<file path="src/design/fft_pkg.sv">
package fft_pkg;

    // ------------------------------------------------------------------------
    // transform geometry.
    // ------------------------------------------------------------------------

    // 32 points in five radix-2 levels.
    localparam int fft_points = 32;
    localparam int fft_levels = 5;

    // default sample width and the 16-bit Q1.14 twiddle format.
    localparam int sample_width = 16;
    localparam int coef_width   = 16;
    localparam int coef_frac    = 14;

    // ------------------------------------------------------------------------
    // widths with a meaning.
    // ------------------------------------------------------------------------

    // sample address within a bank.
    typedef logic [$clog2(fft_points)-1:0] addr_t;

    // level number, 0 to fft_levels-1.
    typedef logic [2:0] level_t;

    // butterfly index within one level.
    typedef logic [$clog2(fft_points/2)-1:0] bfly_idx_t;

    // twiddle table index, W32^k for k below 16.
    typedef logic [$clog2(fft_points/2)-1:0] tw_idx_t;

    typedef logic signed [coef_width-1:0]   coef_t;
    typedef logic signed [sample_width-1:0] sample_t;

    // ------------------------------------------------------------------------
    // grouped signals.
    // ------------------------------------------------------------------------

    // memory word and butterfly operand.
    typedef struct packed {
        sample_t re;
        sample_t im;
    } cplx_t;

    typedef struct packed {
        coef_t re;
        coef_t im;
    } twiddle_t;

    // butterfly pair plus the bank it is read from.
    typedef struct packed {
        addr_t a;
        addr_t b;
        logic  bank;
    } bfly_addr_t;

    // address generator sequencing.
    typedef enum logic [1:0] {
        idle,
        run,
        drain,
        finish
    } agu_state_e;

endpackage

</file>
<file path="src/design/fft_data_mem.sv">
`timescale 1ns/1ps

module fft_data_mem #(
    parameter int data_width = fft_pkg::sample_width
) (
    input  logic                clock,
    input  fft_pkg::bfly_addr_t rd,
    input  logic                rd_en,
    input  fft_pkg::bfly_addr_t wr,
    input  logic                wr_a_en,
    input  logic                wr_b_en,
    input  fft_pkg::cplx_t      x,
    input  fft_pkg::cplx_t      y,
    output fft_pkg::cplx_t      a,
    output fft_pkg::cplx_t      b
);

    typedef logic signed [data_width-1:0] data_t;

    // stored at the working width.
    typedef struct packed {
        data_t re;
        data_t im;
    } word_t;

    word_t bank_mem [2][fft_pkg::fft_points];
    logic  wr_bank;

    function automatic word_t to_word(fft_pkg::cplx_t v);
        word_t w;
        w.re = data_t'(v.re);
        w.im = data_t'(v.im);
        return w;
    endfunction

    function automatic fft_pkg::cplx_t to_cplx(word_t w);
        fft_pkg::cplx_t v;
        v.re = fft_pkg::sample_t'(w.re);
        v.im = fft_pkg::sample_t'(w.im);
        return v;
    endfunction

    // writes go to the bank not being read.
    assign wr_bank = ~wr.bank;

    always_ff @(posedge clock) begin
        if (wr_a_en) begin
            bank_mem[wr_bank][wr.a] <= to_word(x);
        end
        if (wr_b_en) begin
            bank_mem[wr_bank][wr.b] <= to_word(y);
        end
        if (rd_en) begin
            a <= to_cplx(bank_mem[rd.bank][rd.a]);
            b <= to_cplx(bank_mem[rd.bank][rd.b]);
        end
    end

endmodule

</file>
<file path="config.mk">
export PLATFORM = sky130hd
export DESIGN_NAME = fft_data_mem
export DESIGN_NICKNAME = d
export VERILOG_FILES = /design/src/design/fft_pkg.sv /design/src/design/fft_data_mem.sv
export SDC_FILE = /design/constraint.sdc
export NUM_CORES = 2
export LEC_CHECK = 0
export BUFFER_PORTS_ARGS = -buffer_cell sky130_fd_sc_hd__clkbuf_2
export CELL_PAD_IN_SITES_DETAIL_PLACEMENT = 1
export CELL_PAD_IN_SITES_GLOBAL_PLACEMENT = 1
export CORE_MARGIN = 2
export CORE_UTILIZATION = 30
export CTS_CLUSTER_SIZE = 16
export DETAILED_ROUTE_END_ITERATION = 6
export PLACE_DENSITY_LB_ADDON = 0.1
export REMOVE_ABC_BUFFERS = 1
export SLEW_MARGIN = 20
export SYNTH_ARGS = -nofsm -noshare
export SYNTH_HDL_FRONTEND = slang
export SYNTH_SLANG_ARGS = --single-unit
</file>
<file path="constraint.sdc">
create_clock -name clock -period 5.4 [get_ports clock]
set_input_delay 1.08 -clock clock [delete_from_list [all_inputs] [get_ports clock]]
set_output_delay 1.08 -clock clock [all_outputs]
set_load 0.02 [all_outputs]
</file>
==> metrics <==
Die Area=370000 um2; CP Capture Type=flop; actual slew at the worst max-slew pin=1.24 ns; Lkg Pwr=40.0 nW; initial core utilization=30.2%; layout cell share with drive strength beyond 1=49.7%; Setup Skew=0.0402 ns; CTS resizes=0; Avg Cell Area, Syn=18.2 um2; Via density=5.88; 1st-pass router iterations=6; critical path class=primary input to flop; H-Tree Depth=5; max_cap viols=0; Area Overhead vs Synth=15.4%; Post-CTS Setup Inserts=0; Layout fillers=35700; Syn. warnings=0; Final Setup Violations=0; Clock Latency Late Sink=0.90 ns; RSZ-0062 raised after global routing=false; largest net degree at the start of global routing=70; Yosys cell types=36; CORE AREA=363000 um2; maximum vdd drop=0.000204 V; Worst-path clk slew=0.05 ns; P per Cell Area=319 nW/um2; #FFs+latches synth=2112; quantity of I/O buffers inserted on ports=153; dpl hpwl=291000 um; antenna violations before repair=34; first-pass GRT wire length=636000 um; grt ovf=0; Top Ports=154; crit start category=primary input; TritonCTS clock tree=done; Max Fclk=0.277 GHz; Root Driver=clkbuf_16; fraction of the yosys area taken by sequential cells=57.9%; vias in the first global route=70500; CTS max path bufs=4; vias=65600; CP required=5.99 ns; 1st-iter DRT viols=7740; Routed WL=473000 um; post-route ant nets=0; critical path peak fanout=51; Final GP Congestion=0.793; Clock Sinks=2112; Syn Std Cell Area=110000 um2; worst rel slew slack=17.2%; Die X=608 um; Final Hold Vio Count=0; final setup TNS=0 ns; hold_buf cts=0; most frequent cells in the layout=edfxtp_1, mux2_2, mux4_2; signal arrival time at the worst endpoint=4.20 ns; status=complete, no violations; std cell rows=221; drc violations=0; Cells after Synth=6005; Total GRT Usage=25.2%; Tcrit/Tclk final=66.8%; NumNets Final=6241; most common cell after layout, fill and taps aside=edfxtp_1; routed len/inst=42.4 um; fin crit period=3.61 ns; pre-CTS WS=0.890 ns; Slew Limit Fails=0; final worst setup slack=1.79 ns; Die H=608 um; worst hold path type=primary input to flop; TritonCTS buffer count=271
==> flip-flops by register name (all words and copies together), names as in the netlist <==
signal / cells
bank_mem: 2048
a: 32
b: 32
==> final timing paths <==
| check | startpoint | end | slack, ns | cells past startpoint |
|---|---|---|---|---|
| setup / recovery | rd[0] | a[0] | 1.79 | 8 |
| hold / removal | rd[5] | b[1] | 0.79 | 2 |
| setup reg to reg | bank_mem[0][654] | a[14] | 2.65 | 5 |
| hold reg to reg | bank_mem[0][777] | a[9] | 0.95 | 4 |
==> routing by layer <==
| metal | global-route usage (%) | part of all wire (%) | vias to the layer above |
|---|---|---|---|
| li1 | - | - | 25700 |
| met1 | 34.6 | 43 | 36800 |
| met2 | 40.9 | 47 | 2486 |
| met3 | 2.95 | 5.6 | 624 |
| met4 | 9.37 | 4.1 | 0 |
| met5 | 0 | 0 | - |
==> area by class of cell <==
| class | count | area (um2) | area share [%] |
|---|---|---|---|
| sequential | 2112 | 63400 | 50.2 |
| multi-input combinational | 3224 | 44000 | 34.8 |
| clock buffer | 348 | 7390 | 5.84 |
| tap | 4794 | 6000 | 4.74 |
| timing repair buffer | 540 | 4590 | 3.63 |
| clock inverter | 125 | 975 | 0.771 |
| antenna | 12 | 30.0 | 0.0237 |
| inverter | 2 | 20.0 | 0.0158 |
==> per-stage QoR <==
step	total power, W	utilization, %	std cells	hold slack [ns]	instance area, um2
global route	0.0415	34.8	11200	0.791	126000
global placement	0.0230	32.5	10700	0.914	118000
detailed placement	0.0230	32.5	10700	0.939	118000
floorplan	0.0207	-	5338	0.865	107000
finish	0.0404	34.8	11200	0.790	126000
CTS	0.0408	34.8	11100	0.724	126000
==> cell usage after synthesis (all sizes together) <==
| master | n | share of area, % |
|---|---|---|
| or3b | 1 | 0.0080 |
| a2111oi | 28 | 0.22 |
| buf | 274 | 1.3 |
| nand2 | 131 | 0.45 |
| o22ai | 79 | 0.45 |
| edfxtp | 2112 | 58 |
| a22o | 23 | 0.18 |
| nor3b | 10 | 0.069 |
| or2 | 3 | 0.017 |
| nor2b | 50 | 0.29 |
| nor3 | 45 | 0.21 |
| a21oi | 89 | 0.41 |
| nand4 | 6 | 0.034 |
| a211oi | 78 | 0.53 |
| nand3 | 11 | 0.050 |
| nor2 | 72 | 0.25 |
| nand4b | 1 | 0.0080 |
| nand2b | 6 | 0.034 |
| a22oi | 95 | 0.65 |
| and3b | 3 | 0.024 |
| o311a | 11 | 0.10 |
| a31oi | 14 | 0.080 |
| and3 | 16 | 0.091 |
| inv | 2 | 0.0068 |
| mux2i | 234 | 2.1 |
| o21ai | 28 | 0.13 |
| mux2 | 1112 | 11 |
| nand3b | 4 | 0.027 |
| and2 | 12 | 0.069 |
| clkbuf | 393 | 1.3 |
| mux4 | 1037 | 21 |
| a21boi | 25 | 0.17 |
==> cells by family (layout without fill, tap and decap cells) <==
| kind of cell | after synthesis | after routing | synth area share [%] |
|---|---|---|---|
| buffers and inverters | 669 | 1015 | 2.67 |
| multiplexers | 2383 | 2383 | 34.9 |
| AO/OA/AOI/OAI | 470 | 470 | 2.93 |
| other | 0 | 12 | 0 |
| flip-flops | 2112 | 2112 | 57.9 |
| AND/OR/NAND/NOR | 371 | 371 | 1.62 |
==> power by group <==
group          switching, W  internal [W]  leakage [nW]
clock network       0.00744        0.0103          4.07
logic               0.00246       0.00168          16.9
registers          0.000165        0.0184          19.1
==> worst max-delay path: stages <==
cell and delay [ns]:
buf_12 0.16, buf_12 0.39, nor2_2 0.86, buf_4 0.31, a2111oi_0 0.12, buf_4 0.18
a211oi_1 0.65, nor3_1 0.14
(Power assumes the default switching activity.)
