File: src/design/fft_pkg.sv
package fft_pkg;

    // ------------------------------------------------------------------------
    // transform geometry.
    // ------------------------------------------------------------------------

    // 32 points in five radix-2 levels.
    localparam int fft_points = 32;
    localparam int fft_levels = 5;

    // default sample width and the 16-bit Q1.14 twiddle format.
    localparam int sample_width = 16;
    localparam int coef_width   = 16;
    localparam int coef_frac    = 14;

    // ------------------------------------------------------------------------
    // widths with a meaning.
    // ------------------------------------------------------------------------

    // sample address within a bank.
    typedef logic [$clog2(fft_points)-1:0] addr_t;

    // level number, 0 to fft_levels-1.
    typedef logic [2:0] level_t;

    // butterfly index within one level.
    typedef logic [$clog2(fft_points/2)-1:0] bfly_idx_t;

    // twiddle table index, W32^k for k below 16.
    typedef logic [$clog2(fft_points/2)-1:0] tw_idx_t;

    typedef logic signed [coef_width-1:0]   coef_t;
    typedef logic signed [sample_width-1:0] sample_t;

    // ------------------------------------------------------------------------
    // grouped signals.
    // ------------------------------------------------------------------------

    // memory word and butterfly operand.
    typedef struct packed {
        sample_t re;
        sample_t im;
    } cplx_t;

    typedef struct packed {
        coef_t re;
        coef_t im;
    } twiddle_t;

    // butterfly pair plus the bank it is read from.
    typedef struct packed {
        addr_t a;
        addr_t b;
        logic  bank;
    } bfly_addr_t;

    // address generator sequencing.
    typedef enum logic [1:0] {
        idle,
        run,
        drain,
        finish
    } agu_state_e;

endpackage

File: src/design/fft_butterfly.sv
`timescale 1ns/1ps

module fft_butterfly #(
    parameter int data_width = fft_pkg::sample_width
) (
    input  logic              clock,
    input  logic              arst_n,
    input  fft_pkg::cplx_t    a,
    input  fft_pkg::cplx_t    b,
    input  fft_pkg::twiddle_t twiddle,
    output fft_pkg::cplx_t    x,
    output fft_pkg::cplx_t    y
);

    typedef logic signed [data_width-1:0]  data_t;
    typedef logic signed [data_width:0]    sum_t;
    typedef logic signed [data_width+16:0] prod_t;

    data_t a_re;
    data_t a_im;
    data_t b_re;
    data_t b_im;

    prod_t t_re_full;
    prod_t t_im_full;
    data_t t_re;
    data_t t_im;

    sum_t  s_re;
    sum_t  s_im;
    sum_t  d_re;
    sum_t  d_im;

    // operands at the working width.
    assign a_re = data_t'(a.re);
    assign a_im = data_t'(a.im);
    assign b_re = data_t'(b.re);
    assign b_im = data_t'(b.im);

    // ------------------------------------------------------------------------
    // t = b * w at full precision and truncated back to Q0.
    // ------------------------------------------------------------------------
    assign t_re_full = prod_t'(b_re) * prod_t'(twiddle.re)
                     - prod_t'(b_im) * prod_t'(twiddle.im);
    assign t_im_full = prod_t'(b_re) * prod_t'(twiddle.im)
                     + prod_t'(b_im) * prod_t'(twiddle.re);

    assign t_re = data_t'(t_re_full >>> fft_pkg::coef_frac);
    assign t_im = data_t'(t_im_full >>> fft_pkg::coef_frac);

    // one guard bit for the sum that the halving drops again.
    assign s_re = sum_t'(a_re) + sum_t'(t_re);
    assign s_im = sum_t'(a_im) + sum_t'(t_im);
    assign d_re = sum_t'(a_re) - sum_t'(t_re);
    assign d_im = sum_t'(a_im) - sum_t'(t_im);

    always_ff @(posedge clock or negedge arst_n) begin
        if (!arst_n) begin
            x <= '0;
            y <= '0;
        end else begin
            x.re <= fft_pkg::sample_t'(data_t'(s_re >>> 1));
            x.im <= fft_pkg::sample_t'(data_t'(s_im >>> 1));
            y.re <= fft_pkg::sample_t'(data_t'(d_re >>> 1));
            y.im <= fft_pkg::sample_t'(data_t'(d_im >>> 1));
        end
    end

endmodule

File: config.mk
export PLATFORM = sky130hd
export DESIGN_NAME = fft_butterfly
export DESIGN_NICKNAME = d
export VERILOG_FILES = /design/src/design/fft_pkg.sv /design/src/design/fft_butterfly.sv
export SDC_FILE = /design/constraint.sdc
export NUM_CORES = 2
export LEC_CHECK = 0
export BUFFER_PORTS_ARGS = -buffer_cell sky130_fd_sc_hd__buf_2
export CAP_MARGIN = 25
export CORE_MARGIN = 3
export CORE_UTILIZATION = 55
export CTS_CLUSTER_SIZE = 10
export DETAILED_ROUTE_END_ITERATION = 8
export PLACE_DENSITY = 0.77
export SLEW_MARGIN = 10
export SYNTH_ARGS = -nofsm -noshare
export SYNTH_HDL_FRONTEND = slang
export SYNTH_SLANG_ARGS = --single-unit
export TNS_END_PERCENT = 20
File: constraint.sdc
create_clock -name clock -period 0.8 [get_ports clock]
set_input_delay 0.04 -clock clock [delete_from_list [all_inputs] [get_ports clock]]
set_output_delay 0.04 -clock clock [all_outputs]
set_load 0.1 [all_outputs]
==> results.toml <==
[yosys]
ys.flop_type = "dfrtp_1"
syn-num-nets = 6085
synth_edf_count = 0
synthesis.area_um2 = 42300
synth_top_area_frac = 0.515
synth_top_cell_by_area = "fa_1"
synthAdderAreaFrac = 0.621
ys_warn_count = 0
synthXorXnorAreaFrac = 0.0331
synth.distinct_cells = 64
synth-simple-area-share = 0.145
synth_compound_area_frac = 0.0313
muxShareOfSynthArea = 0.00103
synth_seq_cells = 64
syn_inst = 4540
seq_area_frac_synth = 0.0378
synthTopCellsByArea = "fa_1 (51%), inv_1 (11%), ha_1 (11%), and2_1 (8.0%), nand2_1 (4.0%)"
avgSynthCellArea_um2 = 9.32
synth_top_family_by_area = "adder cells"
synthArstFlopShare = 1.00

[clocking]
cts_tree = "done"
cts.sinks = 64
cts_max_path_buffers = 2
htreeDepth = 3
cts_made_buffers = 9
cts-root-buf = "clkbuf_16"
clkSlewWorstSetupHoldPaths_ps = 60

[drt]
drtPass1Iterations = 8
wl_per_cell_um = 20.6
dr_total_vias = 33397
avgViaCountPerCell = 5.37
wirelength_mm = 128
drtAntennaViolNets = 0
drt_first_iter_violations = 2411
drc = 0

[worst_setup_path]
cp_slowest_cell = "fa_1"
path_class = "input pin to flip-flop"
crit_path_end_kind = "flip-flop"
path_buf_inv = 11
crit_top_cell = "fa_1"
cp-startpoint = "b[23]"
worstPathArrival_ps = 8310
crit_family = "adder cells"
cpPeakStageDelay_ps = 610
crit_required_ps = 1100
cp_max_fo = 9
cp-start-kind = "input pin"

[outcome]
violations = "setup timing"
status = "finished, violations left"

[floorplanning]
rows = 101
start_util = 0.556
dieArea_um2 = 80300
dieWidth_um = 283
coreArea_um2 = 76100
die_height_um = 283
io_pins = 162

[run]
maxCapViolCount = 0

[finish]
stdcell_count = 6217
drive_above_1_share = 0.236
final_nets = 6725
area_growth_pct = 26.2
stdcell_area_um2 = 53400

[timing]
tightest_slew_ps = 614
fin_crit_sh = 10.0
holdWs_ps = 60.3
slew_headroom = 0.591
layout_min_cycle_time_ps = 8010
clock.fmax_ghz = 0.125
slew_violations = 0
setup_viol = 128
layout_setup_ws_ps = -7210
final-hold-violation-count = 0
rsz0062_at_grt = "yes"

[place]
numPortBuffers = 161
post_dp_cell_area_um2 = 49900
finalWeightedCongestion = 0.946
dpl.cell_count = 6097
dp_hpwl_mm = 99.5

[global_routing]
antenna_found_initial = 4
track_usage = 0.311
grt_pass1_wl_mm = 195
grt-ovfl-total = 0
grt_max_degree = 65
grt_pass1_vias = 36961

[hold_path]
hp-start = "a[1]"
hp-class = "input pin to flip-flop"
Yosys cell counts, types with 2 or more instances:
master	number
dfrtp_1	64
o22ai_1	2
or3_1	5
a21boi_0	3
a2111oi_2	3
nor2_1	96
nor2b_1	5
or2_2	5
inv_1	1270
and3_1	10
xnor2_1	120
a311oi_1	3
nor3_1	22
o21bai_1	9
a221o_1	3
a211oi_1	6
nand4b_1	2
xor2_1	40
nor3b_1	3
nand4_1	5
a221oi_1	5
o21a_1	10
nand2b_1	34
o31ai_1	5
mux2_2	3
o41ai_1	3
o211ai_1	3
a21o_1	22
and2_1	542
ha_1	359
o2111ai_1	2
fa_1	1088
a2111oi_0	2
clkbuf_1	204
a2111oi_4	2
nand3b_1	4
nand2_1	449
a31oi_1	4
a21oi_1	56
o21ai_0	30
nand3_1	11
nor4_1	4
logic make-up after synthesis:
kind of cell               count (synthesis)
buffers and inverters                   1476
adders and majority gates               1447
and+or+nand+nor                         1201
AOI/OAI and AO/OA                        188
xor gates and xnor gates                 160
DFF                                       64
muxes                                      4
registers in the layout (all words and copies together) (netlist names):
name	cells
x	32
y	32
cell type report:
cell class,instances,area [µm²]
timing repair buffer,834,8160
fill,5097,22700
clock inverter,7,71.3
tap,1030,1290
sequential,64,1600
multi-input combinational,3000,37300
inverter,1271,4780
antenna,2,5.00
clock buffer,9,225
path summary, 6_finish.rpt:
check                        end  slack [ps]  depth (start not counted)
min in group asynchronous  y[24]         230                          3
worst max-delay path       x[14]       -7210                         34
max in group asynchronous   x[7]         260                          3
worst min-delay path        x[0]          60                          2
per-layer routing:
metal / vias up / routed length (µm) / part of all wire / track usage
li1: 14174 / - / - / -
met1: 17109 / 43900 / 0.34 / 0.379
met2: 1662 / 63300 / 0.49 / 0.529
met3: 450 / 11300 / 0.088 / 0.0597
met4: 2 / 9520 / 0.074 / 0.162
met5: - / 24 / 0.00019 / 0
through the flow:
| stage | util | setup TNS [ps] | setup WS, ps |
|---|---|---|---|
| after floorplan | - | -413410 | -7160 |
| after global placement | 0.656 | -443350 | -7620 |
| after detailed placement | 0.656 | -456870 | -7790 |
| after CTS | 0.685 | -423670 | -7000 |
| after global routing | 0.702 | -450250 | -7490 |
| final | 0.702 | -433430 | -7210 |
repair_timing:
action / 4_1_cts / 5_1_grt
hold buffers: 1 / 0
buffers inserted: 48 / 44
gates cloned: 6 / 5
resized for setup: 312 / 221
endpoints found under the setup margin: 128 / 128
hold endpoints to repair: 64 / 0
pin swaps: 177 / 113
layout by cell type (no fill, tap or decap), drive strengths merged, types with 34 or more instances in the layout:
master  count
ha        359
buf       818
xor2       40
nand2     449
fa       1088
xnor2     120
a21oi      57
nand2b     34
and2      542
inv      1271
nor2       96
dfrtp      64
Power is not shown: default switching activity piles up to over one toggle a cycle in this logic, so the estimate is an artifact.
