`src/design/fft_pkg.sv`:
```
package fft_pkg;

    // ------------------------------------------------------------------------
    // transform geometry.
    // ------------------------------------------------------------------------

    // 32 points in five radix-2 levels.
    localparam int fft_points = 32;
    localparam int fft_levels = 5;

    // default sample width and the 16-bit Q1.14 twiddle format.
    localparam int sample_width = 16;
    localparam int coef_width   = 16;
    localparam int coef_frac    = 14;

    // ------------------------------------------------------------------------
    // widths with a meaning.
    // ------------------------------------------------------------------------

    // sample address within a bank.
    typedef logic [$clog2(fft_points)-1:0] addr_t;

    // level number, 0 to fft_levels-1.
    typedef logic [2:0] level_t;

    // butterfly index within one level.
    typedef logic [$clog2(fft_points/2)-1:0] bfly_idx_t;

    // twiddle table index, W32^k for k below 16.
    typedef logic [$clog2(fft_points/2)-1:0] tw_idx_t;

    typedef logic signed [coef_width-1:0]   coef_t;
    typedef logic signed [sample_width-1:0] sample_t;

    // ------------------------------------------------------------------------
    // grouped signals.
    // ------------------------------------------------------------------------

    // memory word and butterfly operand.
    typedef struct packed {
        sample_t re;
        sample_t im;
    } cplx_t;

    typedef struct packed {
        coef_t re;
        coef_t im;
    } twiddle_t;

    // butterfly pair plus the bank it is read from.
    typedef struct packed {
        addr_t a;
        addr_t b;
        logic  bank;
    } bfly_addr_t;

    // address generator sequencing.
    typedef enum logic [1:0] {
        idle,
        run,
        drain,
        finish
    } agu_state_e;

endpackage

```
`src/design/fft_mem_arbiter.sv`:
```
`timescale 1ns/1ps

module fft_mem_arbiter (
    input  logic                clock,
    input  logic                arst_n,
    input  logic                busy,
    input  fft_pkg::bfly_addr_t eng_rd,
    input  logic                eng_rd_en,
    input  fft_pkg::bfly_addr_t eng_wr,
    input  logic                eng_wr_en,
    input  fft_pkg::cplx_t      eng_x,
    input  fft_pkg::cplx_t      eng_y,
    input  logic                wr_strobe,
    input  fft_pkg::addr_t      wr_addr,
    input  fft_pkg::cplx_t      wr_data,
    input  logic                rd_strobe,
    input  fft_pkg::addr_t      rd_addr,
    output fft_pkg::bfly_addr_t mem_rd,
    output logic                mem_rd_en,
    output fft_pkg::bfly_addr_t mem_wr,
    output logic                mem_wr_a_en,
    output logic                mem_wr_b_en,
    output fft_pkg::cplx_t      mem_x,
    output fft_pkg::cplx_t      mem_y,
    output logic                rd_valid,
    output logic                host_drop
);

    fft_pkg::addr_t wr_addr_rev;

    // dit input ordering.
    always_comb begin
        for (int i = 0; i < $bits(wr_addr); i++) begin
            wr_addr_rev[i] = wr_addr[$bits(wr_addr)-1-i];
        end
    end

    // engine owns the memory while busy.
    // host reads bank 1; host writes tag read bank 1 so they land in bank 0.
    assign mem_rd      = busy ? eng_rd : '{a: rd_addr, b: rd_addr, bank: 1'b1};
    assign mem_rd_en   = busy ? eng_rd_en : rd_strobe;
    assign mem_wr      = busy ? eng_wr : '{a: wr_addr_rev, b: wr_addr_rev, bank: 1'b1};
    assign mem_wr_a_en = busy ? eng_wr_en : wr_strobe;
    assign mem_wr_b_en = busy & eng_wr_en;
    assign mem_x       = busy ? eng_x : wr_data;
    assign mem_y       = eng_y;

    always_ff @(posedge clock or negedge arst_n) begin
        if (!arst_n) begin
            rd_valid  <= 1'b0;
            host_drop <= 1'b0;
        end else begin
            rd_valid  <= rd_strobe & ~busy;
            host_drop <= (rd_strobe | wr_strobe) & busy;
        end
    end

endmodule

```
`config.mk`:
```
export PLATFORM = sky130hd
export DESIGN_NAME = fft_mem_arbiter
export DESIGN_NICKNAME = d
export VERILOG_FILES = /design/src/design/fft_pkg.sv /design/src/design/fft_mem_arbiter.sv
export SDC_FILE = /design/constraint.sdc
export NUM_CORES = 1
export LEC_CHECK = 0
export BUFFER_PORTS_ARGS = -buffer_cell sky130_fd_sc_hd__buf_2
export CAP_MARGIN = 20
export CORE_AREA = 3 3 87 89
export CTS_CLUSTER_DIAMETER = 60
export CTS_CLUSTER_SIZE = 12
export DETAILED_ROUTE_END_ITERATION = 16
export DIE_AREA = 0 0 90 92
export PLACE_DENSITY_LB_ADDON = 0.3
export SLEW_MARGIN = 20
export SYNTH_ARGS = -nofsm -noshare
export SYNTH_HDL_FRONTEND = slang
export SYNTH_SLANG_ARGS = --single-unit
```
`constraint.sdc`:
```
create_clock -name clock -period 1.22 [get_ports clock]
set_input_delay 0.061 -clock clock [delete_from_list [all_inputs] [get_ports clock]]
set_output_delay 0.061 -clock clock [all_outputs]
set_load 0.05 [all_outputs]
```
==> results of run 1 <==
-- cells in the mapped netlist --
master	instances
o21a_1	1
mux2_2	49
and2_1	1
dfrtp_1	2
buf_2	4
buf_6	3
nor2b_1	1
buf_4	32
nand2b_1	2
mux2_4	5
-- state kept, by name, summed over array words and instances, names as in the netlist --
name / count
rd_valid: 1
host_drop: 1
-- kinds of logic after synthesis --
logic type             after synthesis  share of synthesized area [%]
AOI/OAI and AO/OA                    1                          0.748
DFF                                  2                           4.99
muxes                               54                           62.5
and+or+nand+nor                      4                           2.49
buffers and inverters               39                           29.3
-- worst max-delay path by stage --
stage             endpoint  slack [ps]  from
2_1_floorplan  mem_wr_b_en         320  busy
3_3_place_gp     mem_rd[5]         180  busy
3_5_place_dp     mem_wr[7]         170  busy
4_1_cts          mem_wr[7]         170  busy
5_1_grt          mem_wr[7]         130  busy
6_report         mem_wr[7]         180  busy
-- worst max-delay path, stage by stage --
cell	delay, ps
buf_2	130
buf_12	200
mux2_2	360
buf_2	210
-- metrics by stage --
step                      utilization (%)  total power, mW  instances
final                                25.3             1.40        324
after global routing                 25.3             1.47        324
after CTS                            25.3             1.42        324
after detailed placement             24.5             1.15        320
after global placement               24.5             1.14        320
after floorplan                         -             1.12        100
-- area by class of cell --
type | instances | area [um^2] | area share [%]
multi-input cells | 59 | 659 | 38.2
repair buffers | 164 | 856 | 49.6
clock buffers | 3 | 41.3 | 2.39
flip-flops and latches | 2 | 50.0 | 2.90
well taps | 96 | 120 | 6.96
-- layer usage --
metal  up-vias  wire (um)  global-route usage, %
li1        576          -                      -
met1       548       1300                   8.00
met2       104       1850                   14.6
met3        14        554                   3.28
met4         0         73                   2.93
met5         -          0                      0
-- timing repair --
item / 4_1_cts / 5_1_grt
hold buffers: 1 / 0
setup endpoints to repair: 0 / 0
endpoints found under the hold margin: 2 / 0
-- report_power, final --
part,switching (mW),internal [mW]
Clock,0.0498,0.208
Combinational,0.705,0.364
Sequential,0.000719,0.0706
==> flow_metrics.py, run 1 <==
metrics = {
    "setup_path": {
        "worstPathArrival_ps": 980,
        "path_class": "input port to output port",
        "critical_path.max_fanout": 29,
        "required_ps": 1160,
        "worst_setup_path_end_kind": "output port",
        "startpoint_type": "input port",
    },
    "cells_and_area": {
        "fillerInstances": 783,
        "antenna_cells": 0,
        "layout_commonest_cell": "buf_2",
        "num-nets-final": 365,
        "synthToLayoutAreaGrowth_pct": 72.1,
        "final_cell_mix": "buf_2, mux2_2, mux2_4, clkbuf_8",
        "final_layout_size_suffix_gt1_share_pct": 96.5,
        "final_cell_area_um2": 1730,
    },
    "floorplan": {
        "ioPinCount": 226,
        "dieArea_um2": 8280,
        "die_y_um": 92,
        "rows": 30,
        "start_util_pct": 14.7,
        "die_w_um": 90,
        "core_region_area_um2": 6830,
    },
    "sta": {
        "setup_viol": 0,
        "hold_viol": 0,
        "rsz0062_at_grt": "false",
        "fin_ws_ps": 176,
        "max_freq_mhz": 958,
        "final_max_slew_viol_count": 0,
        "worstMarginPinSlew_ps": 260,
        "relSlewSlack_pct": 82.8,
        "fin_crit_sh_pct": 85.6,
        "hold_ws_ps": 95.8,
        "timing.final.crit_period_ps": 1040,
        "fin_tns_setup_ps": 0,
    },
    "global_routing": {
        "grt_max_degree": 31,
        "track_usage_pct": 7.93,
        "grt_pass1_wl_um": 5590,
        "grt_pass1_vias": 1227,
        "antenna_found_initial": 0,
        "grt_overflow_total": 0,
    },
    "synth": {
        "synth_top_cell_by_area": "mux2_2",
        "ys_top_cells_by_area": "mux2_2, buf_4, mux2_4",
        "netlist_instances": 100,
        "yosysWarnings": 0,
        "syn_area_um2": 1000,
        "synth_seq_cells": 2,
        "ys_types": 10,
        "avgSynthCellArea_um2": 10.0,
        "ys_seq_area_share_pct": 4.99,
        "synth_top_area_share_pct": 55.0,
        "syn-num-nets": 235,
    },
    "drt": {
        "drt-total-wl_um": 3770,
        "ant_nets": 0,
        "vias_per_cell": 3.83,
        "dr.pass1.iters": 3,
        "post-route-drc-count": 0,
        "routedWlPerCell_um": 11.6,
        "vias": 1242,
        "drt_iter0_drc": 14,
    },
    "clock_tree": {
        "cts_num_sinks": 2,
        "root_buffer": "clkbuf_8",
        "cts_tree": "done",
        "htree_num_levels": 1,
        "cts_buffers": 3,
        "postCtsSetupRepairBufs": 0,
        "clockBufferDepth": 2,
        "cts_resized": 0,
        "clkSlewWorstSetupHoldPaths_ps": 30,
    },
    "pwr": {
        "p_leak_nw": 0.948,
        "p_per_area_nw_per_um2": 810,
        "peakVddDrop_mv": 0.263,
    },
    "place": {
        "port_buffers": 161,
        "place.gp.congestion": 0.643,
        "dp_slack_ps": 170,
        "placed_area_um2": 1680,
        "dp.final_hpwl_um": 3340,
    },
    "job": {
        "cap_viol_max_count": 0,
    },
    "worst_hold_path": {
        "holdCritPathClass": "input port to flip-flop",
        "hold_end": "host_drop",
        "holdPathStages": 2,
        "hold_start": "wr_strobe",
    },
    "status": {
        "status": "finished, final reports clean",
    },
}
Power figures use the tool's default switching activity.
==> run 2, diff against run 1 <==
--- a/config.mk
+++ b/config.mk
@@ -7,11 +7,11 @@
 export LEC_CHECK = 0
 export BUFFER_PORTS_ARGS = -buffer_cell sky130_fd_sc_hd__buf_2
 export CAP_MARGIN = 20
-export CORE_AREA = 3 3 87 89
+export CORE_AREA = 3 3 86 88
 export CTS_CLUSTER_DIAMETER = 60
 export CTS_CLUSTER_SIZE = 12
 export DETAILED_ROUTE_END_ITERATION = 16
-export DIE_AREA = 0 0 90 92
+export DIE_AREA = 0 0 89 91
 export PLACE_DENSITY_LB_ADDON = 0.3
 export SLEW_MARGIN = 20
 export SYNTH_ARGS = -nofsm -noshare
==> constraint.sdc (replaced) <==
create_clock -name clock -period 1.1 [get_ports clock]
set_input_delay 0.055 -clock clock [delete_from_list [all_inputs] [get_ports clock]]
set_output_delay 0.055 -clock clock [all_outputs]
set_load 0.05 [all_outputs]
==> flow_metrics.py, run 2 (synthesis results as in run 1) <==
metrics = {
    "status": {
        "status": "finished, final reports clean",
    },
    "setup_path": {
        "critical_path.max_fanout": 35,
        "critPathSlowestCell": "mux2_2",
        "cp_common_cell": "buf_2",
        "worstPathArrival_ps": 1000,
        "path_class": "input port to output port",
        "worst_setup_path_end_kind": "output port",
        "required_ps": 1040,
        "max_stage_delay_ps": 370,
        "crit_chain": "buf_2 -> buf_12 -> mux2_2 -> buf_2",
        "startpoint_type": "input port",
    },
    "drt": {
        "dr.pass1.iters": 4,
        "drt-total-wl_um": 4060,
        "routedWlPerCell_um": 13.2,
        "ant_nets": 0,
        "drt_iter0_drc": 11,
        "vias": 1200,
        "post-route-drc-count": 0,
        "vias_per_cell": 3.90,
    },
    "sta": {
        "hold_viol": 0,
        "fin_tns_setup_ps": 0,
        "final_max_slew_viol_count": 0,
        "fin_ws_ps": 46.0,
        "timing.final.crit_period_ps": 1050,
        "rsz0062_at_grt": "false",
        "relSlewSlack_pct": 82.3,
        "setup_viol": 0,
        "max_freq_mhz": 949,
        "fin_crit_sh_pct": 95.8,
        "worstMarginPinSlew_ps": 267,
    },
    "global_routing": {
        "grt_overflow_total": 0,
        "gr-usage-met1_pct": 8.09,
        "top_usage_layer": "met2",
        "met3_usage_pct": 3.72,
        "grt_max_degree": 36,
        "track_usage_pct": 8.59,
        "grt_pass1_vias": 1197,
        "grt_pass1_wl_um": 5470,
        "use_met2_pct": 16.2,
        "antenna_found_initial": 2,
    },
    "floorplan": {
        "ioPinCount": 226,
        "rows": 30,
        "die_y_um": 91,
        "dieArea_um2": 8100,
        "core_region_area_um2": 6720,
        "die_w_um": 89,
        "start_util_pct": 14.9,
    },
    "pwr": {
        "p_leak_nw": 0.948,
        "p_per_area_nw_per_um2": 911,
        "peakVddDrop_mv": 0.281,
    },
    "cells_and_area": {
        "final_cell_mix": "buf_2, mux2_2, mux2_4, clkbuf_8",
        "largestRegisters": "host_drop (1), rd_valid (1)",
        "final_cell_area_um2": 1710,
        "final_layout_size_suffix_gt1_share_pct": 96.5,
        "synthToLayoutAreaGrowth_pct": 70.1,
        "antenna_cells": 0,
        "num-nets-final": 365,
        "layout_commonest_cell": "buf_2",
        "fillerInstances": 742,
    },
    "clock_tree": {
        "cts_tree": "done",
        "clkSlewWorstSetupHoldPaths_ps": 30,
        "cts_buffers": 3,
        "clockBufferDepth": 2,
        "root_buffer": "clkbuf_8",
        "cts_num_sinks": 2,
        "htree_num_levels": 1,
    },
    "place": {
        "placed_area_um2": 1660,
        "dp_slack_ps": 27.4,
        "dp.final_hpwl_um": 3690,
        "place.gp.congestion": 0.716,
        "port_buffers": 161,
    },
    "worst_hold_path": {
        "holdCritPathClass": "input port to flip-flop",
        "hold_end": "host_drop",
        "hold_start": "wr_strobe",
        "holdPathStages": 2,
    },
    "job": {
        "cap_viol_max_count": 0,
    },
}
-- run 2: cell counts in the layout (fill, tap and decap cells not counted) --
Identical to the previous run, type by type.
-- run 2: layer usage --
layer / vias up / wire (um)
met1: 510 / 1290
met2: 100 / 2060
li1: 574 / -
met4: 4 / 64
met5: - / 14
met3: 12 / 626
-- run 2: worst max-delay path: cells and delay by family --
kind | cells | cell delay [ps]
buffers and inverters | 3 | 560
multiplexers | 1 | 370
-- run 2: through the flow --
step / hold slack, ps / instances / power, mW / utilization, %
floorplan: -241 / 100 / 1.25 / -
CTS: 68.7 / 308 / 1.58 / 25.4
finish: 72.7 / 308 / 1.55 / 25.4
global placement: -152 / 304 / 1.27 / 24.6
detailed placement: -153 / 304 / 1.28 / 24.6
global route: 82.4 / 308 / 1.63 / 25.4
-- run 2: worst max path at each step --
stage | from | to | slack [ps]
finish | busy | mem_x[3] | 50
CTS | busy | mem_x[16] | 30
global route | busy | mem_x[16] | 6
global placement | busy | mem_x[16] | 40
floorplan | busy | mem_wr_b_en | 210
detailed placement | busy | mem_x[16] | 30
-- run 2: where the power goes --
part	switching [mW]	leakage (nW)	internal (mW)	total (mW)
clock	0.0543	0.0216	0.231	0.285
sequential	0.000798	0.0252	0.0783	0.0791
combinational	0.786	0.901	0.404	1.19
total	0.841	0.948	0.713	1.55
-- run 2: repair_timing --
item,CTS,global route
setup buffers,0,0
hold buffers,1,0
hold endpoints to repair,2,0
gates resized for setup,0,0
-- run 2: area by class of cell --
cell class                 count  area (um^2)  share of cell area [%]
tap                           80          100                    5.87
sequential                     2         50.0                    2.93
multi-input combinational     59          659                    38.6
clock buffer                   3         41.3                    2.42
timing repair buffer         164          856                    50.1
