===== config.mk =====
export PLATFORM = sky130hd
export DESIGN_NAME = twiddle_rom
export DESIGN_NICKNAME = d
export VERILOG_FILES = /design/src/design/fft_pkg.sv /design/src/design/twiddle_rom.sv
export SDC_FILE = /design/constraint.sdc
export NUM_CORES = 1
export LEC_CHECK = 0
export BUFFER_PORTS_ARGS = -buffer_cell sky130_fd_sc_hd__buf_2
export CORE_MARGIN = 4
export CORE_UTILIZATION = 25
export CTS_CLUSTER_DIAMETER = 80
export CTS_CLUSTER_SIZE = 16
export DETAILED_ROUTE_END_ITERATION = 7
export GPL_TIMING_DRIVEN = 0
export MAX_ROUTING_LAYER = met4
export SLEW_MARGIN = 20
export SYNTH_ARGS = -nofsm -noshare
export SYNTH_HDL_FRONTEND = slang
export SYNTH_SLANG_ARGS = --single-unit

===== constraint.sdc =====
create_clock -name clock -period 3.8 [get_ports clock]
set_input_delay 0.19 -clock clock [delete_from_list [all_inputs] [get_ports clock]]
set_output_delay 0.19 -clock clock [all_outputs]
set_load 0.005 [all_outputs]

===== src/design/fft_pkg.sv =====
package fft_pkg;

    // ------------------------------------------------------------------------
    // transform geometry.
    // ------------------------------------------------------------------------

    // 32 points in five radix-2 levels.
    localparam int fft_points = 32;
    localparam int fft_levels = 5;

    // default sample width and the 16-bit Q1.14 twiddle format.
    localparam int sample_width = 16;
    localparam int coef_width   = 16;
    localparam int coef_frac    = 14;

    // ------------------------------------------------------------------------
    // widths with a meaning.
    // ------------------------------------------------------------------------

    // sample address within a bank.
    typedef logic [$clog2(fft_points)-1:0] addr_t;

    // level number, 0 to fft_levels-1.
    typedef logic [2:0] level_t;

    // butterfly index within one level.
    typedef logic [$clog2(fft_points/2)-1:0] bfly_idx_t;

    // twiddle table index, W32^k for k below 16.
    typedef logic [$clog2(fft_points/2)-1:0] tw_idx_t;

    typedef logic signed [coef_width-1:0]   coef_t;
    typedef logic signed [sample_width-1:0] sample_t;

    // ------------------------------------------------------------------------
    // grouped signals.
    // ------------------------------------------------------------------------

    // memory word and butterfly operand.
    typedef struct packed {
        sample_t re;
        sample_t im;
    } cplx_t;

    typedef struct packed {
        coef_t re;
        coef_t im;
    } twiddle_t;

    // butterfly pair plus the bank it is read from.
    typedef struct packed {
        addr_t a;
        addr_t b;
        logic  bank;
    } bfly_addr_t;

    // address generator sequencing.
    typedef enum logic [1:0] {
        idle,
        run,
        drain,
        finish
    } agu_state_e;

endpackage


===== src/design/twiddle_rom.sv =====
`timescale 1ns/1ps

module twiddle_rom (
    input  logic              clock,
    input  fft_pkg::tw_idx_t  tw_idx,
    output fft_pkg::twiddle_t twiddle
);

    fft_pkg::twiddle_t tw_value;

    // cos and -sin of 2*pi*k/32 in Q1.14.
    // +1.0 does not fit the positive range and is held at 16383.
    always_comb begin
        case (tw_idx)
            4'd0:    tw_value = '{re:  16'sd16383, im:  16'sd0};
            4'd1:    tw_value = '{re:  16'sd16069, im: -16'sd3196};
            4'd2:    tw_value = '{re:  16'sd15137, im: -16'sd6270};
            4'd3:    tw_value = '{re:  16'sd13623, im: -16'sd9102};
            4'd4:    tw_value = '{re:  16'sd11585, im: -16'sd11585};
            4'd5:    tw_value = '{re:  16'sd9102,  im: -16'sd13623};
            4'd6:    tw_value = '{re:  16'sd6270,  im: -16'sd15137};
            4'd7:    tw_value = '{re:  16'sd3196,  im: -16'sd16069};
            4'd8:    tw_value = '{re:  16'sd0,     im: -16'sd16384};
            4'd9:    tw_value = '{re: -16'sd3196,  im: -16'sd16069};
            4'd10:   tw_value = '{re: -16'sd6270,  im: -16'sd15137};
            4'd11:   tw_value = '{re: -16'sd9102,  im: -16'sd13623};
            4'd12:   tw_value = '{re: -16'sd11585, im: -16'sd11585};
            4'd13:   tw_value = '{re: -16'sd13623, im: -16'sd9102};
            4'd14:   tw_value = '{re: -16'sd15137, im: -16'sd6270};
            default: tw_value = '{re: -16'sd16069, im: -16'sd3196};
        endcase
    end

    // lines up with the data memory read.
    always_ff @(posedge clock) begin
        twiddle <= tw_value;
    end

endmodule


==> load_flow_metrics.sql, run 1 <==
INSERT INTO impl_metrics (metric_group, metric, value, unit) VALUES
('placement', 'place_congestion', '0.880', ''),
('power', 'power.ir.vdd_worst', '0.116', 'mV'),
('power', 'power-per-cell-area', '435', 'nW/um2'),
('logic_synthesis', 'synth_ff_type', 'dfxtp_1', ''),
('drt', 'routedWlPerCell', '12.5', 'um'),
('logic_synthesis', 'synth_enable_flop_cells', '0', ''),
('global_route', 'globalRouteMet2Util', '0.161', ''),
('global_route', 'overflow', '0', ''),
('power', 'clkPwrFrac', '0.340', ''),
('finish', 'layout.cells.most_common', 'buf_2', ''),
('logic_synthesis', 'main_combinational_cell_family_by_area_after_synthesis', 'compound AO/OA/AOI/OAI gates', ''),
('logic_synthesis', 'mux_share_of_post_synthesis_cell_area', '0.0176', ''),
('global_route', 'globalRoute.busiestLayer', 'met2', ''),
('logic_synthesis', 'synthesis.yosys.warnings', '0', ''),
('worst_hold_path', 'timing.hold.worst.class', 'in -> reg', ''),
('sta', 'final.setup.tns', '0', 'ns'),
('sta', 'setup_viol', '0', ''),
('floorplan', 'fp-row-count', '25', ''),
('logic_synthesis', 'synthesized_area_per_cell', '9.06', 'um2'),
('finish', 'stdcell_count', '252', ''),
('logic_synthesis', 'postSynth.asyncResetShare', '0', ''),
('clock_tree', 'clock_sinks', '29', ''),
('global_route', 'grt_util_met3', '0.0327', ''),
('drt', 'drc', '0', ''),
('drt', 'drt.antenna.violating_nets', '0', ''),
('sta', 'timing.final.hold_violations', '0', ''),
('logic_synthesis', 'netlist_instances', '141', ''),
('clock_tree', 'ctsRootBufferMaster', 'clkbuf_8', ''),
('finish', 'nets', '197', ''),
('finish', 'area_growth_syn_to_layout', '27.1', '%'),
('outcome', 'outcome', 'finished clean', ''),
('sta', 'final_min_period_over_clock_period', '0.387', ''),
('logic_synthesis', 'synth_largest_area_cell', 'dfxtp_1', ''),
('floorplan', 'die_height', '79.5', 'um'),
('power', 'internal_power', '0.517', 'mW'),
('logic_synthesis', 'ys_top_cells_by_area', 'dfxtp_1 (45%), ha_1 (7.8%), a21oi_1 (7.1%)', ''),
('worst_setup_path', 'cp_max_fo', '9', ''),
('placement', 'place.detailed.hpwl', '2.33', 'mm'),
('worst_setup_path', 'end_kind', 'flip-flop', ''),
('sta', 'setup_slack', '2.33', 'ns'),
('clock_tree', 'cts_setup_buffers', '0', ''),
('global_route', 'number_of_global_route_vias_before_repair', '1099', ''),
('worst_setup_path', 'worst-setup-path-type', 'in -> reg', ''),
('clock_tree', 'clk_path_buf_depth', '2', ''),
('floorplan', 'floorplan.core_area', '4850', 'um2'),
('floorplan', 'fp.dieArea', '6320', 'um2'),
('finish', 'antennaDiodeCount', '0', ''),
('logic_synthesis', 'synth_top_cell_area_share', '0.454', ''),
('power', 'seqPwrFrac', '0.482', ''),
('power', 'p_sw', '0.190', 'mW'),
('sta', 'transition_time_of_the_tightest_slew_check_pin', '0.444', 'ns'),
('logic_synthesis', 'post_synth_num_cell_types', '31', ''),
('floorplan', 'floorplan.io_pins', '37', ''),
('worst_setup_path', 'critPathLaunchType', 'primary input', ''),
('sta', 'fmax', '681', 'MHz'),
('global_route', 'gr-usage-all-layers', '0.110', ''),
('finish', 'layout_top_registers', 'twiddle: 29 flops', ''),
('sta', 'grt_setup_unrepaired', 'no', ''),
('placement', 'dp_slack', '2.05', 'ns'),
('sta', 'slew_headroom', '0.704', ''),
('global_route', 'global_route_wire_length_before_repair', '5.14', 'mm'),
('floorplan', 'die_w', '79.5', 'um'),
('worst_setup_path', 'worst_ep_arrival_time', '1.65', 'ns'),
('logic_synthesis', 'synth_compound_gate_area_share', '0.223', ''),
('drt', 'wl', '3.15', 'mm'),
('logic_synthesis', 'synth_xor_xnor_area_share', '0', ''),
('logic_synthesis', 'synth_adder_area_share', '0.0784', ''),
('clock_tree', 'cts_inserted_buffers', '5', ''),
('placement', 'portBuffers', '36', ''),
('clock_tree', 'hold_buffers', '0', ''),
('global_route', 'antenna_found_initial', '0', '');
[power groups by stage]
stage	registers, mW	clock network [mW]	logic (mW)
floorplan	0.353	0	0.0681
global placement	0.347	0	0.127
detailed placement	0.348	0	0.127
CTS	0.341	0.249	0.128
global route	0.344	0.260	0.141
finish	0.341	0.240	0.126
[path summary, 6_finish.rpt]
path,from,to,slack (ns)
setup / recovery,tw_idx[1],twiddle[23],2.33
hold / removal,tw_idx[0],twiddle[4],0.26
[area by class of cell]
| type | count | area [um2] | share of cell area |
|---|---|---|---|
| Buffer | 13 | 82.6 | 0.0508 |
| Clock buffer | 6 | 72.6 | 0.0447 |
| Clock inverter | 2 | 10.0 | 0.00616 |
| Inverter | 6 | 22.5 | 0.0139 |
| Multi-Input combinational cell | 93 | 592 | 0.364 |
| Sequential cell | 29 | 581 | 0.357 |
| Tap cell | 67 | 83.8 | 0.0516 |
| Timing Repair Buffer | 36 | 180 | 0.111 |
[kinds of logic (layout without fill, tap and decap cells)]
group / Yosys count / in the layout
buf+inv: 19 / 63
fa+ha+maj: 8 / 8
simple gates: 36 / 36
mux: 2 / 2
compound gates: 47 / 47
flops: 29 / 29
[worst max-delay path, stage by stage]
cell and delay (ns):
buf_2 0.14, buf_2 0.22, inv_1 0.12, ha_1 0.38
nor2b_1 0.32, a21oi_1 0.10, o21a_1 0.19
[through the flow]
step                power, mW  utilization
floorplan               0.421            -
global placement        0.474        0.318
detailed placement      0.475        0.318
CTS                     0.718        0.335
global route            0.746        0.335
finish                  0.707        0.335
[synth_stat cells, types with 3 or more instances]
master,count
a31oi_1,4
nand2_1,4
o31ai_1,3
o21ai_0,11
nand2b_1,4
ha_1,8
o21a_1,3
and2_1,3
a21oi_1,18
nor3_1,7
nand3_1,5
buf_2,6
inv_1,5
buf_4,5
nor2_1,7
dfxtp_1,29
[per-layer routing]
layer  wire length [um]  share of wire
met3                231          0.073
met4                 45          0.014
met5                  0              0
met1               1460           0.46
met2               1410           0.45
No activity file was read; power rests on OpenSTA's default activity.
==> run 2, diff against run 1 <==
clock period = 1.3 ns   (was 3.8 ns; I/O delays follow)
==> load_flow_metrics.sql, run 2 (synthesis gave the netlist of run 1 again) <==
INSERT INTO impl_metrics (metric_group, metric, value, unit) VALUES
('outcome', 'outcome', 'finished clean', ''),
('clock_tree', 'htreeDepth', '2', ''),
('worst_setup_path', 'worst_path_dominant_cell_family', 'simple AND/OR/NAND/NOR gates', ''),
('finish', 'area_growth_syn_to_layout', '27.3', '%'),
('global_route', 'grt_start_max_net_pins', '12', ''),
('power', 'power.static_leakage', '0.726', 'nW'),
('placement', 'dp_slack', '-0.326', 'ns'),
('finish', 'antennaDiodeCount', '0', ''),
('placement', 'portBuffers', '36', ''),
('worst_setup_path', 'required_arrival_time_at_the_worst_endpoint', '1.49', 'ns'),
('sta', 'fmax', '861', 'MHz'),
('job', 'cap_viol_max_count', '0', ''),
('power', 'power-per-cell-area', '1270', 'nW/um2'),
('drt', 'drc', '0', ''),
('clock_tree', 'cts_inserted_buffers', '5', ''),
('worst_setup_path', 'crit_slowest_cell', 'ha_2', ''),
('floorplan', 'fp.dieArea', '6320', 'um2'),
('clock_tree', 'clk_path_buf_depth', '2', ''),
('worst_setup_path', 'worst_ep_arrival_time', '1.36', 'ns'),
('sta', 'slew_headroom', '0.709', ''),
('worst_setup_path', 'max_stage_delay', '0.41', 'ns'),
('drt', 'vias', '1125', ''),
('clock_tree', 'clock_sinks', '29', ''),
('global_route', 'overflow', '0', ''),
('finish', 'stdcell_count', '251', ''),
('finish', 'layout.cells.most_common', 'buf_2', ''),
('finish', 'largest_reg_flops', '29', ''),
('sta', 'setup_slack', '0.138', 'ns'),
('finish', 'largest-register', 'twiddle', ''),
('floorplan', 'floorplan.core_area', '4850', 'um2'),
('worst_hold_path', 'worst_hold_path.endpoint', 'twiddle[4]', ''),
('clock_tree', 'tritoncts', 'built', ''),
('sta', 'transition_time_of_the_tightest_slew_check_pin', '0.436', 'ns'),
('sta', 'final_min_period_over_clock_period', '0.894', ''),
('sta', 'fin_crit', '1.16', 'ns'),
('floorplan', 'die_w', '79.5', 'um'),
('worst_setup_path', 'worst-setup-path-type', 'in -> reg', ''),
('clock_tree', 'cts.clk_slew.worst_paths', '0.06', 'ns'),
('finish', 'layout_common_cells', 'buf_2 (40), dfxtp_1 (29), a21oi_1 (18), o21ai_0 (11)', ''),
('drt', 'drt_pass1_iterations', '5', ''),
('worst_hold_path', 'holdCritStartpoint', 'tw_idx[0]', ''),
('sta', 'setup_viol', '0', ''),
('finish', 'nets', '196', ''),
('finish', 'layout-drive-gt1-share', '0.326', ''),
('floorplan', 'initial_core_util', '0.263', ''),
('sta', 'final.setup.tns', '0', 'ns'),
('global_route', 'global_route_wire_length_before_repair', '5.15', 'mm'),
('floorplan', 'fp-row-count', '25', ''),
('placement', 'place.detailed.instances', '244', ''),
('power', 'post-layout-total-power', '2.06', 'mW'),
('drt', 'detail_route.iter0.violations', '82', ''),
('global_route', 'antenna_found_initial', '0', ''),
('placement', 'place.detailed.hpwl', '2.33', 'mm'),
('placement', 'place_congestion', '0.880', ''),
('drt', 'routed_via_density', '4.48', ''),
('global_route', 'gr-usage-all-layers', '0.110', ''),
('drt', 'routedWlPerCell', '12.5', 'um'),
('worst_hold_path', 'timing.hold.worst_path_depth', '2', ''),
('worst_setup_path', 'timing.critical_path.buf_inv', '2', ''),
('worst_setup_path', 'end_kind', 'flip-flop', ''),
('power', 'power.ir.vdd_worst', '0.338', 'mV'),
('worst_setup_path', 'critPathLaunchType', 'primary input', ''),
('floorplan', 'floorplan.io_pins', '37', ''),
('floorplan', 'die_height', '79.5', 'um'),
('sta', 'timing.final.hold_violations', '0', ''),
('drt', 'wl', '3.15', 'mm'),
('worst_setup_path', 'cp_cell_sequence', 'buf_2 -> inv_1 -> ha_2 -> nor2b_2 -> or3_1 -> o31ai_1', ''),
('clock_tree', 'ctsRootBufferMaster', 'clkbuf_8', ''),
('sta', 'finalMaxSlewViolations', '0', ''),
('worst_hold_path', 'timing.hold.worst.class', 'in -> reg', ''),
('global_route', 'number_of_global_route_vias_before_repair', '1101', ''),
('worst_setup_path', 'cp_max_fo', '11', ''),
('sta', 'grt_setup_unrepaired', 'no', ''),
('drt', 'drt.antenna.violating_nets', '0', ''),
('finish', 'layout_top_registers', 'twiddle: 29 flops', '');
## run 2: area by class of cell
class | count | area (um2)
clock inverters | 2 | 10.0
multi-input cells | 93 | 597
well taps | 67 | 83.8
fillers | 531 | 3220
plain buffers | 12 | 77.6
clock buffers | 6 | 72.6
inverters | 6 | 22.5
flip-flops and latches | 29 | 581
repair buffers | 36 | 183
## run 2: how the worst max path moves through the flow
stage | from | to | slack (ns) | cells after the start
2_1_floorplan | tw_idx[1] | twiddle[23] | 0.09 | 6
3_3_place_gp | tw_idx[1] | twiddle[10] | -0.30 | 7
3_5_place_dp | tw_idx[1] | twiddle[23] | -0.33 | 7
4_1_cts | tw_idx[1] | twiddle[10] | 0.03 | 7
5_1_grt | tw_idx[0] | twiddle[10] | 0.05 | 6
6_report | tw_idx[0] | twiddle[10] | 0.14 | 6
## run 2: layer usage
| layer | up-vias | part of all wire | track usage |
|---|---|---|---|
| met5 | - | 0 | - |
| met4 | 0 | 0.014 | 0.0567 |
| met3 | 7 | 0.067 | 0.0327 |
| met2 | 38 | 0.45 | 0.161 |
| met1 | 508 | 0.46 | 0.136 |
| li1 | 572 | - | - |
## run 2: through the flow
stage | cell area [um2] | utilization | hold WS [ns]
floorplan | 1280 | - | 0.154
global placement | 1540 | 0.318 | 0.437
detailed placement | 1540 | 0.318 | 0.434
CTS | 1630 | 0.336 | 0.136
global route | 1630 | 0.335 | 0.156
finish | 1630 | 0.335 | 0.144
## run 2: power breakdown
part / switching, mW / internal [mW]
clock network: 0.329 / 0.369
registers: 0.0188 / 0.977
logic: 0.203 / 0.167
total: 0.551 / 1.51
## run 2: what timing repair did
item / in CTS / in global routing
gates resized for setup: 2 / 1
hold buffers: 0 / 0
buffers inserted: 0 / 0
endpoints found under the setup margin: 2 / 1
==> run 3, diff against run 2 <==
GPL_ROUTABILITY_DRIVEN = 0   (was default)
PLACE_DENSITY = 0.51   (was default)
==> load_flow_metrics.sql, run 3 (synthesis gave the netlist of run 1 again) <==
INSERT INTO impl_metrics (metric_group, metric, value, unit) VALUES
('outcome', 'outcome', 'finished clean', ''),
('finish', 'area_growth_syn_to_layout', '28.6', '%'),
('finish', 'stdcell_count', '251', ''),
('sta', 'fin_crit', '1.17', 'ns'),
('placement', 'dp_slack', '-0.317', 'ns'),
('worst_hold_path', 'holdCritStartpoint', 'tw_idx[0]', ''),
('floorplan', 'initial_core_util', '0.263', ''),
('power', 'power-per-cell-area', '1330', 'nW/um2'),
('global_route', 'globalRouteMet2Util', '0.171', ''),
('global_route', 'grt_use_met1', '0.152', ''),
('sta', 'grt_setup_unrepaired', 'no', ''),
('clock_tree', 'clock_sinks', '29', ''),
('placement', 'portBuffers', '36', ''),
('worst_hold_path', 'worst_hold_path.endpoint', 'twiddle[4]', ''),
('clock_tree', 'tritoncts', 'built', ''),
('finish', 'antennaDiodeCount', '0', ''),
('power', 'power.ir.vdd_worst', '0.449', 'mV'),
('job', 'cap_viol_max_count', '0', ''),
('worst_hold_path', 'timing.hold.worst_path_depth', '2', ''),
('placement', 'place.detailed.instances', '244', ''),
('worst_setup_path', 'critPathLaunchType', 'primary input', ''),
('sta', 'finalMaxSlewViolations', '0', ''),
('worst_setup_path', 'cp_max_fo', '13', ''),
('worst_setup_path', 'worst-setup-path-type', 'in -> reg', ''),
('worst_setup_path', 'worst_ep_arrival_time', '1.37', 'ns'),
('finish', 'layout.cells.most_common', 'buf_2', ''),
('worst_hold_path', 'timing.hold.worst.class', 'in -> reg', ''),
('clock_tree', 'cts_inserted_buffers', '5', ''),
('sta', 'setup_viol', '0', ''),
('drt', 'wl', '3.31', 'mm'),
('finish', 'layout_common_cells', 'buf_2 (41), dfxtp_1 (29), a21oi_1 (18), o21ai_0 (11)', ''),
('worst_setup_path', 'end_kind', 'flip-flop', ''),
('global_route', 'globalRoute.busiestLayer', 'met2', ''),
('drt', 'vias', '1120', ''),
('clock_tree', 'cts_setup_buffers', '0', ''),
('finish', 'layout_top_registers', 'twiddle: 29 flops', ''),
('clock_tree', 'hold_buffers', '0', ''),
('sta', 'transition_time_of_the_tightest_slew_check_pin', '0.541', 'ns'),
('global_route', 'antenna_found_initial', '0', ''),
('floorplan', 'die_w', '79.5', 'um'),
('finish', 'nets', '196', ''),
('floorplan', 'floorplan.core_area', '4850', 'um2'),
('clock_tree', 'clk_path_buf_depth', '2', ''),
('clock_tree', 'htreeDepth', '2', ''),
('floorplan', 'die_height', '79.5', 'um'),
('worst_setup_path', 'crit_slowest_cell', 'ha_2', ''),
('sta', 'setup_slack', '0.127', 'ns'),
('floorplan', 'fp-row-count', '25', ''),
('sta', 'fmax', '852', 'MHz'),
('finish', 'largest_reg_flops', '29', ''),
('drt', 'routedWlPerCell', '13.2', 'um'),
('finish', 'final_util', '0.339', ''),
('floorplan', 'floorplan.io_pins', '37', ''),
('global_route', 'overflow', '0', ''),
('sta', 'timing.final.hold_violations', '0', ''),
('drt', 'drt.antenna.violating_nets', '0', ''),
('finish', 'largest-register', 'twiddle', ''),
('drt', 'drc', '0', ''),
('clock_tree', 'ctsRootBufferMaster', 'clkbuf_8', ''),
('finish', 'layout-drive-gt1-share', '0.332', ''),
('sta', 'final_min_period_over_clock_period', '0.903', ''),
('drt', 'routed_via_density', '4.46', ''),
('global_route', 'grt_util_met3', '0.0406', ''),
('global_route', 'grt_start_max_net_pins', '12', ''),
('clock_tree', 'cts.clk_slew.worst_paths', '0.06', 'ns'),
('global_route', 'gr-usage-all-layers', '0.119', ''),
('drt', 'detail_route.iter0.violations', '61', ''),
('global_route', 'global_route_wire_length_before_repair', '5.55', 'mm'),
('power', 'power.static_leakage', '0.734', 'nW'),
('placement', 'place.detailed.hpwl', '2.38', 'mm'),
('worst_setup_path', 'required_arrival_time_at_the_worst_endpoint', '1.49', 'ns'),
('global_route', 'number_of_global_route_vias_before_repair', '1138', ''),
('floorplan', 'fp.dieArea', '6320', 'um2'),
('worst_setup_path', 'max_stage_delay', '0.42', 'ns'),
('drt', 'drt_pass1_iterations', '4', ''),
('worst_setup_path', 'cp_cell_sequence', 'buf_2 -> inv_1 -> ha_2 -> nor2b_2 -> or3_1 -> o31ai_1', ''),
('sta', 'slew_headroom', '0.640', '');
## run 3: cell types whose count changed in the layout (fill, tap and decap cells not counted), sizes merged
cell / change
buf: +1
clkinv: -1
## run 3: report_power, final
group	internal, mW	switching, mW	leakage, nW
logic	0.167	0.207	0.436
registers	0.977	0.0191	0.244
clock network	0.477	0.333	0.0542
total	1.62	0.559	0.734
## run 3: how the worst max path moves through the flow
stage	startpoint	end	depth (start not counted)	slack, ns
after detailed placement	tw_idx[1]	twiddle[23]	7	-0.32
after global routing	tw_idx[1]	twiddle[10]	6	0.03
after CTS	tw_idx[1]	twiddle[10]	7	0.02
after floorplan	tw_idx[1]	twiddle[23]	6	0.09
after global placement	tw_idx[1]	twiddle[23]	7	-0.34
final	tw_idx[1]	twiddle[10]	6	0.13
## run 3: worst max-delay path, delay by kind of cell
family / cells / cell delay (ns)
AO/OA/AOI/OAI: 1 / 0.07
adder cells (fa/ha/maj): 1 / 0.42
buffers and inverters: 2 / 0.38
AND/OR/NAND/NOR: 2 / 0.43
## run 3: repair_timing
item / in CTS / in global routing
resized for setup: 1 / 1
endpoints found under the hold margin: 0 / 0
setup endpoints to repair: 2 / 6
## run 3: per-layer routing
layer / vias up / wire length (um)
li1: 572 / -
met1: 516 / 1640
met2: 27 / 1420
met3: 5 / 183
met4: 0 / 61
met5: - / 0
## run 3: per-stage QoR
stage               TNS, ns  area (um2)  power [mW]  hold slack (ns)
finish                    0        1640        2.18            0.142
detailed placement    -3.17        1540        1.39            0.439
CTS                       0        1650        2.21            0.136
global placement      -3.47        1540        1.39            0.435
floorplan                 0        1280        1.23            0.154
global route              0        1640        2.30            0.168
## run 3: layout make-up
class                           instances  area, um2
Sequential cell                        29        581
Timing Repair Buffer                   36        180
Clock buffer                            7       96.3
Multi-Input combinational cell         93        597
Clock inverter                          1       5.00
Fill cell                             505       3210
Buffer                                 12       77.6
Inverter                                6       22.5
Tap cell                               67       83.8
